### config.mk
export PLATFORM = sky130hd
export DESIGN_NAME = saturnGlue
export DESIGN_NICKNAME = d
export VERILOG_FILES = /design/src/hdl/saturnGluePkg.sv /design/src/hdl/saturnGlue.sv /design/src/hdl/busMonitor.sv /design/src/hdl/cpuBusGlue.sv /design/src/hdl/smpcTick.sv /design/src/hdl/glueClockGen.sv /design/src/hdl/busReadSelect.sv
export SDC_FILE = /design/constraint.sdc
export NUM_CORES = 1
export LEC_CHECK = 0
export BUFFER_PORTS_ARGS = -buffer_cell sky130_fd_sc_hd__buf_4
export CORE_AREA = 2 2 89 91
export DETAILED_ROUTE_END_ITERATION = 16
export DIE_AREA = 0 0 91 93
export PLACE_DENSITY = 0.71
export SETUP_SLACK_MARGIN = 0.5
export SLEW_MARGIN = 20
export SYNTH_ARGS = -nofsm -noshare
export SYNTH_HDL_FRONTEND = slang
export SYNTH_HIERARCHICAL = 1
export SYNTH_SLANG_ARGS = --single-unit
### constraint.sdc
create_clock -name CLK -period 4.1 [get_ports CLK]
set_clock_uncertainty 0.2 [all_clocks]
set_input_delay 0.205 -clock CLK [delete_from_list [all_inputs] [get_ports CLK]]
set_output_delay 0.205 -clock CLK [all_outputs]
set_load 0.02 [all_outputs]
### src/hdl/saturnGluePkg.sv
`default_nettype none

package saturnGluePkg;

	// CPU side of the main bus
	typedef logic [24:0] addrT;
	typedef logic [31:0] wordT;
	typedef logic [3:0]  dqmT;

	// B-bus and system manager
	typedef logic [15:0] halfT;
	typedef logic [7:0]  byteT;

	typedef logic [7:0]  waitCntT;

	// Manager tick runs at one seventh of the rising phase rate
	localparam int smpcDivide = 7;
	typedef logic [$clog2(smpcDivide)-1:0] smpcCntT;

	// First word fetched by the boot code
	localparam addrT hookAddr = 25'h0012B0;

	localparam int bBusSources = 3;
	localparam int cpuSources  = 3;

endpackage

`default_nettype wire
### src/hdl/saturnGlue.sv
`timescale 1ns/1ps
`default_nettype none

module saturnGlue (
	input  wire logic              CLK,
	input  wire logic              RST_N,
	input  wire logic              ce,
	input  wire logic              dbgPause,
	input  wire logic              dbgBreak,
	input  wire logic              dbgRun,
	input  wire logic              vdp1Start,
	input  wire logic              vdp1CmdEnd,
	input  saturnGluePkg::addrT    cpuAddr,
	input  wire logic              cpuRdN,
	input  saturnGluePkg::dqmT     cpuDqmN,
	input  wire logic              cs3N,
	input  wire logic              dramCeN,
	input  wire logic              romCeN,
	input  wire logic              sramCeN,
	input  wire logic              smpcCeN,
	input  saturnGluePkg::wordT    memDi,
	input  saturnGluePkg::byteT    smpcDo,
	input  saturnGluePkg::wordT    scuDo,
	input  wire logic              scuWaitN,
	input  wire logic              memWaitN,
	input  wire logic              bcs1N,
	input  wire logic              bcs2N,
	input  wire logic              bcssN,
	input  saturnGluePkg::halfT    vdp1Do,
	input  saturnGluePkg::halfT    vdp2Do,
	input  saturnGluePkg::halfT    scspDo,
	output logic                   ceR,
	output logic                   ceF,
	output logic                   paused,
	output logic                   smpcCe,
	output logic                   mresN,
	output saturnGluePkg::wordT    cpuDi,
	output logic                   cpuWaitN,
	output saturnGluePkg::halfT    bDi,
	output saturnGluePkg::waitCntT dbgWaitCnt,
	output logic                   dbgHook
);

	logic [saturnGluePkg::bBusSources-1:0] bSelN;
	saturnGluePkg::halfT bData [saturnGluePkg::bBusSources];

	glueClockGen clockGen_i (
		.CLK(CLK),
		.RST_N(RST_N),
		.ce(ce),
		.dbgPause(dbgPause),
		.dbgBreak(dbgBreak),
		.dbgRun(dbgRun),
		.vdp1Start(vdp1Start),
		.vdp1CmdEnd(vdp1CmdEnd),
		.ceR(ceR),
		.ceF(ceF),
		.paused(paused)
	);

	smpcTick smpcTick_i (
		.CLK(CLK),
		.RST_N(RST_N),
		.ceR(ceR),
		.smpcCe(smpcCe),
		.mresN(mresN)
	);

	cpuBusGlue cpuBusGlue_i (
		.cs3N(cs3N),
		.dramCeN(dramCeN),
		.romCeN(romCeN),
		.sramCeN(sramCeN),
		.smpcCeN(smpcCeN),
		.memDi(memDi),
		.smpcDo(smpcDo),
		.scuDo(scuDo),
		.scuWaitN(scuWaitN),
		.memWaitN(memWaitN),
		.cpuDi(cpuDi),
		.cpuWaitN(cpuWaitN)
	);

	// B-bus priority VDP1, VDP2, SCSP
	assign bSelN = {bcssN, bcs2N, bcs1N};
	assign bData[0] = vdp1Do;
	assign bData[1] = vdp2Do;
	assign bData[2] = scspDo;

	busReadSelect #(
		.payloadT(saturnGluePkg::halfT),
		.numSources(saturnGluePkg::bBusSources)
	) bBusSel_i (
		.selN(bSelN),
		.data(bData),
		.q(bDi)
	);

	busMonitor busMonitor_i (
		.CLK(CLK),
		.RST_N(RST_N),
		.ceR(ceR),
		.cpuAddr(cpuAddr),
		.cpuRdN(cpuRdN),
		.cpuDqmN(cpuDqmN),
		.cs3N(cs3N),
		.dbgWaitCnt(dbgWaitCnt),
		.dbgHook(dbgHook)
	);

endmodule

`default_nettype wire

### src/hdl/busMonitor.sv
`timescale 1ns/1ps
`default_nettype none

module busMonitor (
	input  wire logic              CLK,
	input  wire logic              RST_N,
	input  wire logic              ceR,
	input  saturnGluePkg::addrT    cpuAddr,
	input  wire logic              cpuRdN,
	input  saturnGluePkg::dqmT     cpuDqmN,
	input  wire logic              cs3N,
	output saturnGluePkg::waitCntT dbgWaitCnt,
	output logic                   dbgHook
);

	logic accessActive;
	logic hookHit;

	// A read or any enabled byte lane
	assign accessActive = !cpuRdN || !(&cpuDqmN);
	assign hookHit = (cpuAddr == saturnGluePkg::hookAddr) && !cpuRdN && !cs3N;

	always_ff @(posedge CLK or negedge RST_N) begin
		if (!RST_N) begin
			dbgWaitCnt <= '0;
			dbgHook <= 1'b0;
		end else if (ceR) begin
			if (accessActive) begin
				dbgWaitCnt <= dbgWaitCnt + 1'b1;
			end else begin
				dbgWaitCnt <= '0;
			end
			// Sticky until reset
			if (hookHit) begin
				dbgHook <= 1'b1;
			end
		end
	end

endmodule

`default_nettype wire

### src/hdl/cpuBusGlue.sv
`timescale 1ns/1ps
`default_nettype none

module cpuBusGlue (
	input  wire logic           cs3N,
	input  wire logic           dramCeN,
	input  wire logic           romCeN,
	input  wire logic           sramCeN,
	input  wire logic           smpcCeN,
	input  saturnGluePkg::wordT memDi,
	input  saturnGluePkg::byteT smpcDo,
	input  saturnGluePkg::wordT scuDo,
	input  wire logic           scuWaitN,
	input  wire logic           memWaitN,
	output saturnGluePkg::wordT cpuDi,
	output logic                cpuWaitN
);

	logic memSelN;
	logic [saturnGluePkg::cpuSources-1:0] selN;
	saturnGluePkg::wordT srcData [saturnGluePkg::cpuSources];

	// Any external memory region
	assign memSelN = cs3N & dramCeN & romCeN & sramCeN;

	// SCU is the fallback and is always selected
	assign selN = {1'b0, smpcCeN, memSelN};

	assign srcData[0] = memDi;
	assign srcData[1] = {4{smpcDo}};
	assign srcData[2] = scuDo;

	busReadSelect #(
		.payloadT(saturnGluePkg::wordT),
		.numSources(saturnGluePkg::cpuSources)
	) cpuReadSel_i (
		.selN(selN),
		.data(srcData),
		.q(cpuDi)
	);

	// Memory wait only counts while memory is addressed
	assign cpuWaitN = scuWaitN & (memWaitN | memSelN);

endmodule

`default_nettype wire

### src/hdl/smpcTick.sv
`timescale 1ns/1ps
`default_nettype none

module smpcTick (
	input  wire logic CLK,
	input  wire logic RST_N,
	input  wire logic ceR,
	output logic      smpcCe,
	output logic      mresN
);

	saturnGluePkg::smpcCntT cnt;

	always_ff @(posedge CLK or negedge RST_N) begin
		if (!RST_N) begin
			cnt <= '0;
			smpcCe <= 1'b0;
			mresN <= 1'b0;
		end else begin
			smpcCe <= 1'b0;
			if (ceR) begin
				if (cnt == saturnGluePkg::smpcCntT'(saturnGluePkg::smpcDivide - 1)) begin
					cnt <= '0;
					smpcCe <= 1'b1;
				end else begin
					cnt <= cnt + saturnGluePkg::smpcCntT'(1);
				end
			end
			// Manager leaves reset after its first tick
			if (smpcCe) begin
				mresN <= 1'b1;
			end
		end
	end

endmodule

`default_nettype wire

### src/hdl/glueClockGen.sv
`timescale 1ns/1ps
`default_nettype none

module glueClockGen (
	input  wire logic CLK,
	input  wire logic RST_N,
	input  wire logic ce,
	input  wire logic dbgPause,
	input  wire logic dbgBreak,
	input  wire logic dbgRun,
	input  wire logic vdp1Start,
	input  wire logic vdp1CmdEnd,
	output logic      ceR,
	output logic      ceF,
	output logic      paused
);

	logic breakReg;
	logic started;
	logic phase;

	// Break arms on VDP1 start and on command end after a start
	always_ff @(posedge CLK or negedge RST_N) begin
		if (!RST_N) begin
			breakReg <= 1'b0;
			started <= 1'b0;
		end else begin
			if (vdp1Start) begin
				breakReg <= dbgBreak;
				started <= 1'b1;
			end else if (vdp1CmdEnd && started) begin
				breakReg <= dbgBreak;
			end else if (dbgRun) begin
				breakReg <= 1'b0;
			end
		end
	end

	assign paused = dbgPause | breakReg;

	// Phase holds while paused
	always_ff @(posedge CLK or negedge RST_N) begin
		if (!RST_N) begin
			phase <= 1'b0;
		end else if (ce && !paused) begin
			phase <= ~phase;
		end
	end

	assign ceR = phase & ~paused;
	assign ceF = ~phase & ~paused;

endmodule

`default_nettype wire

### src/hdl/busReadSelect.sv
`timescale 1ns/1ps
`default_nettype none

module busReadSelect #(
	parameter type payloadT = saturnGluePkg::wordT,
	parameter int numSources = saturnGluePkg::cpuSources
) (
	input  wire logic [numSources-1:0] selN,
	input  payloadT                    data [numSources],
	output payloadT                    q
);

	// Walk from the last source down so the lowest index wins
	always_comb begin
		q = '0;
		for (int i = numSources - 1; i >= 0; i--) begin
			if (!selN[i]) begin
				q = data[i];
			end
		end
	end

endmodule

`default_nettype wire

=== Yosys cells after proc, flatten, opt, wreduce, memory -nomap -nowiden ===
Cells that the tools add are included.

* Add/subtract/negate cells: 2
* Eq/ne operators: 2
* Multiplexer cells: 12
* Reduce and logical (&&, ||, !) cells: 12
* Bitwise operators: 10

{| class="wikitable"
|+ Operators by type and width
! kind !! count
|-
| $mux W32 || 2
|-
| $mux W16 || 3
|-
| $eq A25 B13 Y1 const B || 1
|-
| $add A8 B1 Y8 const B || 1
|-
| $mux W8 || 1
|-
| $and A1 B1 Y1 || 6
|-
| $mux W1 || 5
|-
| $logic_and A1 B1 Y1 || 4
|-
| $logic_not A1 Y1 || 4
|-
| $reduce_and A4 Y1 || 1
|-
| $add A3 B1 Y3 const B || 1
|-
| $eq A3 B3 Y1 const B || 1
|-
| $mux W3 || 1
|-
| $reduce_bool A3 Y1 || 1
|-
| $not A1 Y1 || 2
|-
| $or A1 B1 Y1 || 2
|-
| $reduce_and A2 Y1 || 1
|-
| $logic_or A1 B1 Y1 || 1
|}

* Word-level logic and storage cells: 46
* Register bits: 17
* Output and inout port bits: 63

=== Logic depth before layout (Yosys ltp) ===
Gate-level depths: netlist of run 1.

* Depth after elaboration: 5
* Mapped depth: 5
* Depth with buffers taken out: 5

=== By module ===
The synthesis of run 1 kept the hierarchy.

{| class="wikitable"
|+ By module, submodules not included
! module !! cells each !! times used !! area each (um^2)
|-
| busReadSelect (cpuBusGlue_i.cpuReadSel_i) || 145 || 1 || 965.9
|-
| busMonitor || 58 || 1 || 544.3
|-
| busReadSelect (bBusSel_i) || 71 || 1 || 427.9
|-
| smpcTick || 17 || 1 || 209.0
|-
| glueClockGen || 13 || 1 || 165.2
|-
| cpuBusGlue || 3 || 1 || 22.5
|}

=== Least setup slack after synthesis of run 1 ===
Ideal clock, no wire load.

* Kind: reg2reg
* From: register clockGen_i.breakReg
* To: register busMonitor_i.dbgWaitCnt[4]
* Period minus slack after synthesis: 1.923 ns
* Stages on the path, launching flop included: 6
* Required time: 3.810 ns
* Path slack: 2.177 ns
* Library setup time: 0.090 ns
* Data arrival time: 1.633 ns
* Cell sequence: dfrtp_1 > or2_4 > nor2_2 > o21ai_2 > or3_1 > o221ai_1

* Word-level cells in the longest chain between the ends: 3

{| class="wikitable"
|+ RTL lines
! item !! line !! RTL
|-
| from (decl) || glueClockGen.sv:18 || <nowiki>logic breakReg;</nowiki>
|-
| from (signal assigned) || glueClockGen.sv:29 || <nowiki>breakReg <= dbgBreak;</nowiki>
|-
| from (signal assigned) || glueClockGen.sv:32 || <nowiki>breakReg <= dbgBreak;</nowiki>
|-
| $or A1 B1 Y1 || glueClockGen.sv:39 || <nowiki>assign paused = dbgPause | breakReg;</nowiki>
|-
| net paused || saturnGlue.sv:34 || <nowiki>output logic paused,</nowiki>
|-
| $not A1 Y1 || glueClockGen.sv:50 || <nowiki>assign ceR = phase & ~paused;</nowiki>
|-
| $and A1 B1 Y1 || glueClockGen.sv:50 ||
|-
| net ceR || saturnGlue.sv:32 || <nowiki>output logic ceR,</nowiki>
|-
| to (signal assigned) || busMonitor.sv:29 || <nowiki>dbgWaitCnt <= dbgWaitCnt + 1'b1;</nowiki>
|-
| to (decl) || busMonitor.sv:12 || <nowiki>output saturnGluePkg::waitCntT dbgWaitCnt,</nowiki>
|}

The timed path passes the listed nets, and every way through them passes these cells.
A chain may end at the register's enable or synchronous reset.

=== Worst setup path after layout of run 1 ===
* From: register clockGen_i.breakReg
* To: register busMonitor_i.dbgWaitCnt[4]

* Word-level cells in the longest chain between the ends: 3

{| class="wikitable"
|+ RTL lines
! item !! line
|-
| $or A1 B1 Y1 || glueClockGen.sv:39
|-
| $not A1 Y1 || glueClockGen.sv:50
|-
| $and A1 B1 Y1 || glueClockGen.sv:50
|}

Every way passes these cells.

==> metrics.md, run 1 <==
| Metric | Value |
|---|---|
| Synth unique cells | `49` |
| Number of global-route vias before repair | `2910` |
| Final instance area | `4090 um2` |
| Worst slew margin | `0.532` |
| Dpl hpwl | `7390 um` |
| Register Area | `425 um2` |
| Syn_area_per_cell | `7.61 um2` |
| Max Fclk | `457 MHz` |
| Switching power | `359 uW` |
| Startpoint Class | `register` |
| Remaining global-route overflow | `0` |
| CTS Buf Count | `3` |
| Most common cell after layout, fill and taps aside | `buf_4` |
| CTS Buffer Depth | `2` |
| Gate power share | `0.582` |
| Core area | `7530 um2` |
| Initial antenna violation count | `0` |
| Clock Latency Late Sink | `0.24 ns` |
| Sw Ratio | `0.385` |
| Fin crit share | `0.533` |
| # DRC | `0` |
| Slew Limit Fails | `0` |
| Synth Register Bits | `17` |
| Overall power | `933 uW` |
| Outcome | `finished clean` |
| Crit-path max FO | `21` |
| Total GRT Usage | `0.205` |
| Die footprint | `8460 um2` |
| Root Buffer | `clkbuf_8` |
| Most frequent cells in the layout | `buf_4 (230), nor2_1 (50), a31oi_1 (49)` |
| Final TNS setup | `0 ns` |
| Fillers | `754` |
| GP Congestion | `0.834` |
| Starting density of the core | `0.310` |
| Crit Path Category | `register to register` |
| Worst-path clk slew | `0.06 ns` |
| CTS tree | `built` |
| DP Worst Slack | `1.93 ns` |
| Placed Area | `4020 um2` |
| Int Pwr | `574 uW` |
| Worst Max-Slew Pin Slew | `0.701 ns` |
| Routed wire length | `9230 um` |
| Share of layout cells above drive strength 1 | `0.501` |
| I/O pin count | `231` |
| IO buf count | `230` |
| Die width | `91 um` |
| Routed length on met3 | `676 um` |
| Post-synth EDFFs | `0` |
| CTS H-tree depth | `1` |
| Setup WS post-layout | `1.91 ns` |
| First-pass GRT wire length | `14300 um` |
| Ant diodes | `0` |
| Area Growth Syn to Fin | `75.2%` |
| Ys flop type | `dfrtp_1` |
| Unrepaired setup endpoints after global routing | `no` |
| Die Span Y | `93 um` |
| Clock sinks | `17` |
| Worst min-delay path class | `input pin to register` |
| M1 wire length | `3760 um` |
| Post-layout min period | `2.19 ns` |
| Synth Instances | `307` |
| Asr flop ratio synth | `1.00` |
| Count of warnings emitted by yosys | `6` |
| Power Dens Cells | `228 nW/um2` |
| Peak supply drop | `295 uV` |
| Worst Path Arrival | `2.15 ns` |
| Post-route ant nets | `0` |
| Vias | `3084` |
| Highest Signal Layer | `met4` |
| Largest net degree at the start of global routing | `66` |
| Num rows | `32` |
| Seq/Total Area, Yosys | `0.182` |
| DR pass1 iterations | `4` |
| Final Hold Fails | `0` |
| Vias per cell | `4.93` |
| Routed wl met2 | `4710 um` |
| Clk pwr share | `0.131` |
| Crit. End Element | `register` |
| Max cap viols | `0` |
| Setup bufs post-CTS | `0` |
| Flop pwr share | `0.288` |
| Leak | `0.00198 uW` |
| Mapped Area | `2330 um2` |
| Final setup fails | `0` |
| DR iter-0 viols | `92` |
| Routed len/inst | `14.8 um` |
| Area of the multi-input gates | `1720 um2` |
| Number of nets in the layout | `693` |
| Req. time, crit path | `4.06 ns` |
[kinds of logic (layout without fill, tap and decap cells)]
family,Yosys count,after routing,synth area share
xor+xnor,1,1,0.00375
mux,3,3,0.0150
simple gates,185,185,0.514
compound gates,69,69,0.190
other cells,1,5,0.00161
fa+ha+maj,1,1,0.00536
buf+inv,30,242,0.0884
flops,17,17,0.182
[power by group through the flow]
| stage | Clock [uW] | Combinational, uW | Sequential, uW |
|---|---|---|---|
| after floorplan | 0 | 251 | 290 |
| after global placement | 0 | 531 | 267 |
| after detailed placement | 0 | 541 | 270 |
| after CTS | 127 | 545 | 268 |
| after global routing | 136 | 588 | 277 |
| final | 122 | 543 | 268 |
[cell usage after synthesis (2+ instances only)]
cell type | number | area (um2)
a31oi_1 | 49 | 307
nor2_1 | 50 | 188
nor2_2 | 3 | 18.8
nand2b_1 | 38 | 238
nand3_1 | 4 | 20.0
nand2b_4 | 8 | 110
nand3b_1 | 48 | 360
nand2b_2 | 4 | 35.0
nor4_1 | 2 | 12.5
a21o_1 | 3 | 22.5
buf_6 | 6 | 67.6
o21ai_0 | 6 | 30.0
o22ai_1 | 3 | 18.8
buf_2 | 12 | 60.1
inv_1 | 5 | 18.8
clkbuf_8 | 3 | 41.3
clkbuf_1 | 3 | 11.3
nor3b_1 | 2 | 15.0
mux2i_1 | 2 | 20.0
nand2_1 | 5 | 18.8
or2_2 | 2 | 12.5
nor4b_1 | 4 | 35.0
dfrtp_1 | 17 | 425
nor3b_2 | 3 | 37.5
[registers in the layout, summed over array words and instances, names as in the netlist]
signal                   flops
busMonitor_i/dbgHook         1
busMonitor_i/dbgWaitCnt      8
clockGen_i/breakReg          1
clockGen_i/phase             1
clockGen_i/started           1
smpcTick_i/cnt               3
smpcTick_i/mresN             1
smpcTick_i/smpcCe            1
[critical path, cell delays in order, from the launching register on]
cell and delay (ns):
dfrtp_1 0.40, or2_4 0.28, nor2_2 0.54, o21ai_2 0.21, or3_1 0.39, o221ai_1 0.08
[worst paths after layout]
check | start | end | slack, ns | depth (start not counted)
min in group asynchronous | RST_N | clockGen_i/started | 0.17 | 2
hold / removal | dbgPause | clockGen_i/phase | 0.04 | 3
hold reg to reg | smpcTick_i/mresN | smpcTick_i/mresN | 0.29 | 1
max in group asynchronous | RST_N | smpcTick_i/smpcCe | 3.34 | 2
setup reg to reg | clockGen_i/breakReg | busMonitor_i/dbgWaitCnt[4] | 1.91 | 5
setup / recovery | clockGen_i/breakReg | busMonitor_i/dbgWaitCnt[4] | 1.91 | 5
[layer usage]
layer / track usage / vias to the layer above
met5: 0 / -
met4: 0.0316 / 0
met3: 0.0314 / 8
met2: 0.379 / 132
met1: 0.255 / 1413
li1: - / 1531
[through the flow]
stage                     std cells  hold slack, ns  utilization
final                           625          0.0404        0.544
after global routing            625          0.0298        0.544
after CTS                       625          0.0368        0.544
after floorplan                 311          -0.291            -
after global placement          618          -0.117        0.534
after detailed placement        618          -0.113        0.534
[what timing repair did]
action	4_1_cts	5_1_grt
gates resized for setup	0	0
hold endpoints to repair	19	0
hold buffers	3	0
setup endpoints to repair	0	0
[final cells by class]
type | count | area share
multi-input combinational | 264 | 0.420
tap | 102 | 0.0312
sequential | 17 | 0.104
inverter | 5 | 0.00459
timing repair buffer | 233 | 0.429
clock buffer | 4 | 0.0110
Note: power is estimated with default switching activity, not from simulation.
==> run 2: changes to the inputs <==
CORE_AREA = 2 2 90 92   (was 2 2 89 91)
DIE_AREA = 0 0 92 94   (was 0 0 91 93)
PLACE_DENSITY = 0.7   (was 0.71)
clock period = 2.3 ns   (was 4.1 ns; I/O delays follow)
==> metrics.md, run 2 (same netlist as run 1, synthesis figures left out) <==
| Metric | Value |
|---|---|
| Outcome | `finished clean` |
| Worst-path clk slew | `0.07 ns` |
| Reg-to-Reg Start | `clockGen_i/breakReg` |
| Worst Path Arrival | `1.69 ns` |
| Top reg by flops | `busMonitor_i/dbgWaitCnt` |
| Routed wire length | `10100 um` |
| Biggest regs | `busMonitor_i/dbgWaitCnt x8, smpcTick_i/cnt x3` |
| Crit. End Element | `register` |
| Area of the multi-input gates | `1750 um2` |
| Number of global-route vias before repair | `2989` |
| Worst slew margin | `0.359` |
| Share of layout cells above drive strength 1 | `0.489` |
| Final TNS setup | `0 ns` |
| Post-layout min period | `1.71 ns` |
| Final setup fails | `0` |
| First-pass GRT wire length | `15000 um` |
| Initial antenna violation count | `0` |
| Setup WS post-layout | `0.594 ns` |
| Max Fclk | `586 MHz` |
| Req. time, crit path | `2.28 ns` |
| CTS H-tree depth | `1` |
| Register Area | `425 um2` |
| Largest register FFs | `8` |
| Largest net degree at the start of global routing | `66` |
| Family with the most delay on the worst path | `simple AND/OR/NAND/NOR gates` |
| Most Crowded Layer GR | `met2` |
| Starting density of the core | `0.307` |
| Power Dens Cells | `400 nW/um2` |
| Crit Path Category | `register to register` |
| Peak supply drop | `456 uV` |
| Crit path cell chain | `or2_4 > nor2_4 > nor4b_4 > nand4_1 > o21bai_1` |
| Unrepaired setup endpoints after global routing | `no` |
| DP Worst Slack | `0.427 ns` |
| DR pass1 iterations | `4` |
| Clock Latency Late Sink | `0.26 ns` |
| Worst Path Buf+Inv | `0` |
| GP Congestion | `0.808` |
| CP max stage delay | `0.38 ns` |
| Dpl hpwl | `7730 um` |
| Remaining global-route overflow | `0` |
| CTS Buffer Depth | `2` |
| Die Span Y | `94 um` |
| Worst min-delay path class | `input pin to register` |
| Ant diodes | `0` |
| Fillers | `720` |
| Placed Area | `4040 um2` |
| Number of nets in the layout | `718` |
| Core area | `7610 um2` |
| Die width | `92 um` |
| Worst Reg-to-Reg Cells | `5` |
| Slowest cell on crit path | `dfrtp_1` |
| DR iter-0 viols | `102` |
| CTS Buf Count | `3` |
| Vias | `3162` |
| Slew Limit Fails | `0` |
| Crit-path max FO | `8` |
| Area Growth Syn to Fin | `86.6%` |
| Most common cell after layout, fill and taps aside | `buf_4` |
| Fin crit share | `0.742` |
| Startpoint Class | `register` |
| Root Buffer | `clkbuf_8` |
| Vias per cell | `4.86` |
| I/O pin count | `231` |
| Met1 Resource Use GR | `0.249` |
| Leak | `0.00210 uW` |
| Final Hold Fails | `0` |
| # DRC | `0` |
| Num rows | `32` |
| Hold EP | `clockGen_i/phase` |
| FF-to-FF setup slack | `0.59 ns` |
| Worst Max-Slew Pin Slew | `0.953 ns` |
| Clock sinks | `17` |
| Worst reg2reg path endpoint | `busMonitor_i/dbgHook` |
| Final instance area | `4360 um2` |
| Die footprint | `8650 um2` |
| Total GRT Usage | `0.217` |
| GRT met3 Usage | `0.0530` |
| Grt met2 use | `0.395` |
| Critical hold path startpoint | `ce` |
| Hold Path Stages | `3` |
| IO buf count | `230` |
| Max cap viols | `0` |
| Most frequent cells in the layout | `buf_4 (235), nor2_1 (50), a31oi_1 (49)` |
| Routed len/inst | `15.5 um` |
| Post-route ant nets | `0` |
| CTS tree | `built` |
## run 2: cell count changes in the layout (fill, tap and decap cells not counted), sizes merged
cell | before | now
dlygate4sd3 | 3 | 23
buf | 230 | 235
## run 2: worst max path at each step
| stage | depth (start not counted) | to | from | slack [ns] |
|---|---|---|---|---|
| 2_1_floorplan | 5 | busMonitor_i/dbgWaitCnt[4] | clockGen_i/breakReg | 0.54 |
| 3_3_place_gp | 5 | busMonitor_i/dbgHook | cpuAddr[23] | 0.52 |
| 3_5_place_dp | 5 | busMonitor_i/dbgHook | clockGen_i/breakReg | 0.43 |
| 4_1_cts | 5 | busMonitor_i/dbgHook | clockGen_i/breakReg | 0.52 |
| 5_1_grt | 6 | busMonitor_i/dbgWaitCnt[6] | clockGen_i/breakReg | 0.50 |
| 6_report | 5 | busMonitor_i/dbgHook | clockGen_i/breakReg | 0.59 |
## run 2: power by group
part	leakage (uW)	internal [uW]	switching [uW]	total (uW)
combinational	0.00187	558	473	1030
sequential	0.000201	382	96.4	479
clock	0.0000228	123	108	231
## run 2: timing repair
item | CTS | global route
gates resized for setup | 1 | 2
setup endpoints to repair | 1 | 3
setup buffers | 0 | 3
endpoints found under the hold margin | 21 | 0
gates cloned | 0 | 0
hold buffers | 23 | 0
pin swaps | 0 | 1
## run 2: area by class of cell
type                            count  share of cell area
Clock buffer                        4              0.0103
Timing Repair Buffer              258               0.458
Sequential cell                    17              0.0976
Multi-Input combinational cell    264               0.401
Inverter                            5             0.00431
Tap cell                          102              0.0293
## run 2: stage by stage
| step | hold slack (ns) | util | std cells | total power, uW |
|---|---|---|---|---|
| 3_3_place_gp | -0.206 | 0.531 | 620 | 1430 |
| 3_5_place_dp | -0.204 | 0.531 | 620 | 1460 |
| 6_report | 0.0205 | 0.573 | 650 | 1740 |
| 4_1_cts | 0.0120 | 0.568 | 647 | 1720 |
| 2_1_floorplan | -0.381 | - | 311 | 970 |
| 5_1_grt | 0.0293 | 0.573 | 650 | 1850 |
## run 2: worst register-to-register path, stage by stage, from the launching register on
cell,delay [ns]
dfrtp_1,0.38
or2_4,0.28
nor2_4,0.22
nor4b_4,0.25
nand4_1,0.13
o21bai_1,0.17
## run 2: routing by layer
layer  part of all wire  wire length, um
met1               0.39             3920
met2               0.51             5130
met3              0.078              782
met4              0.023              236
met5                  0                0
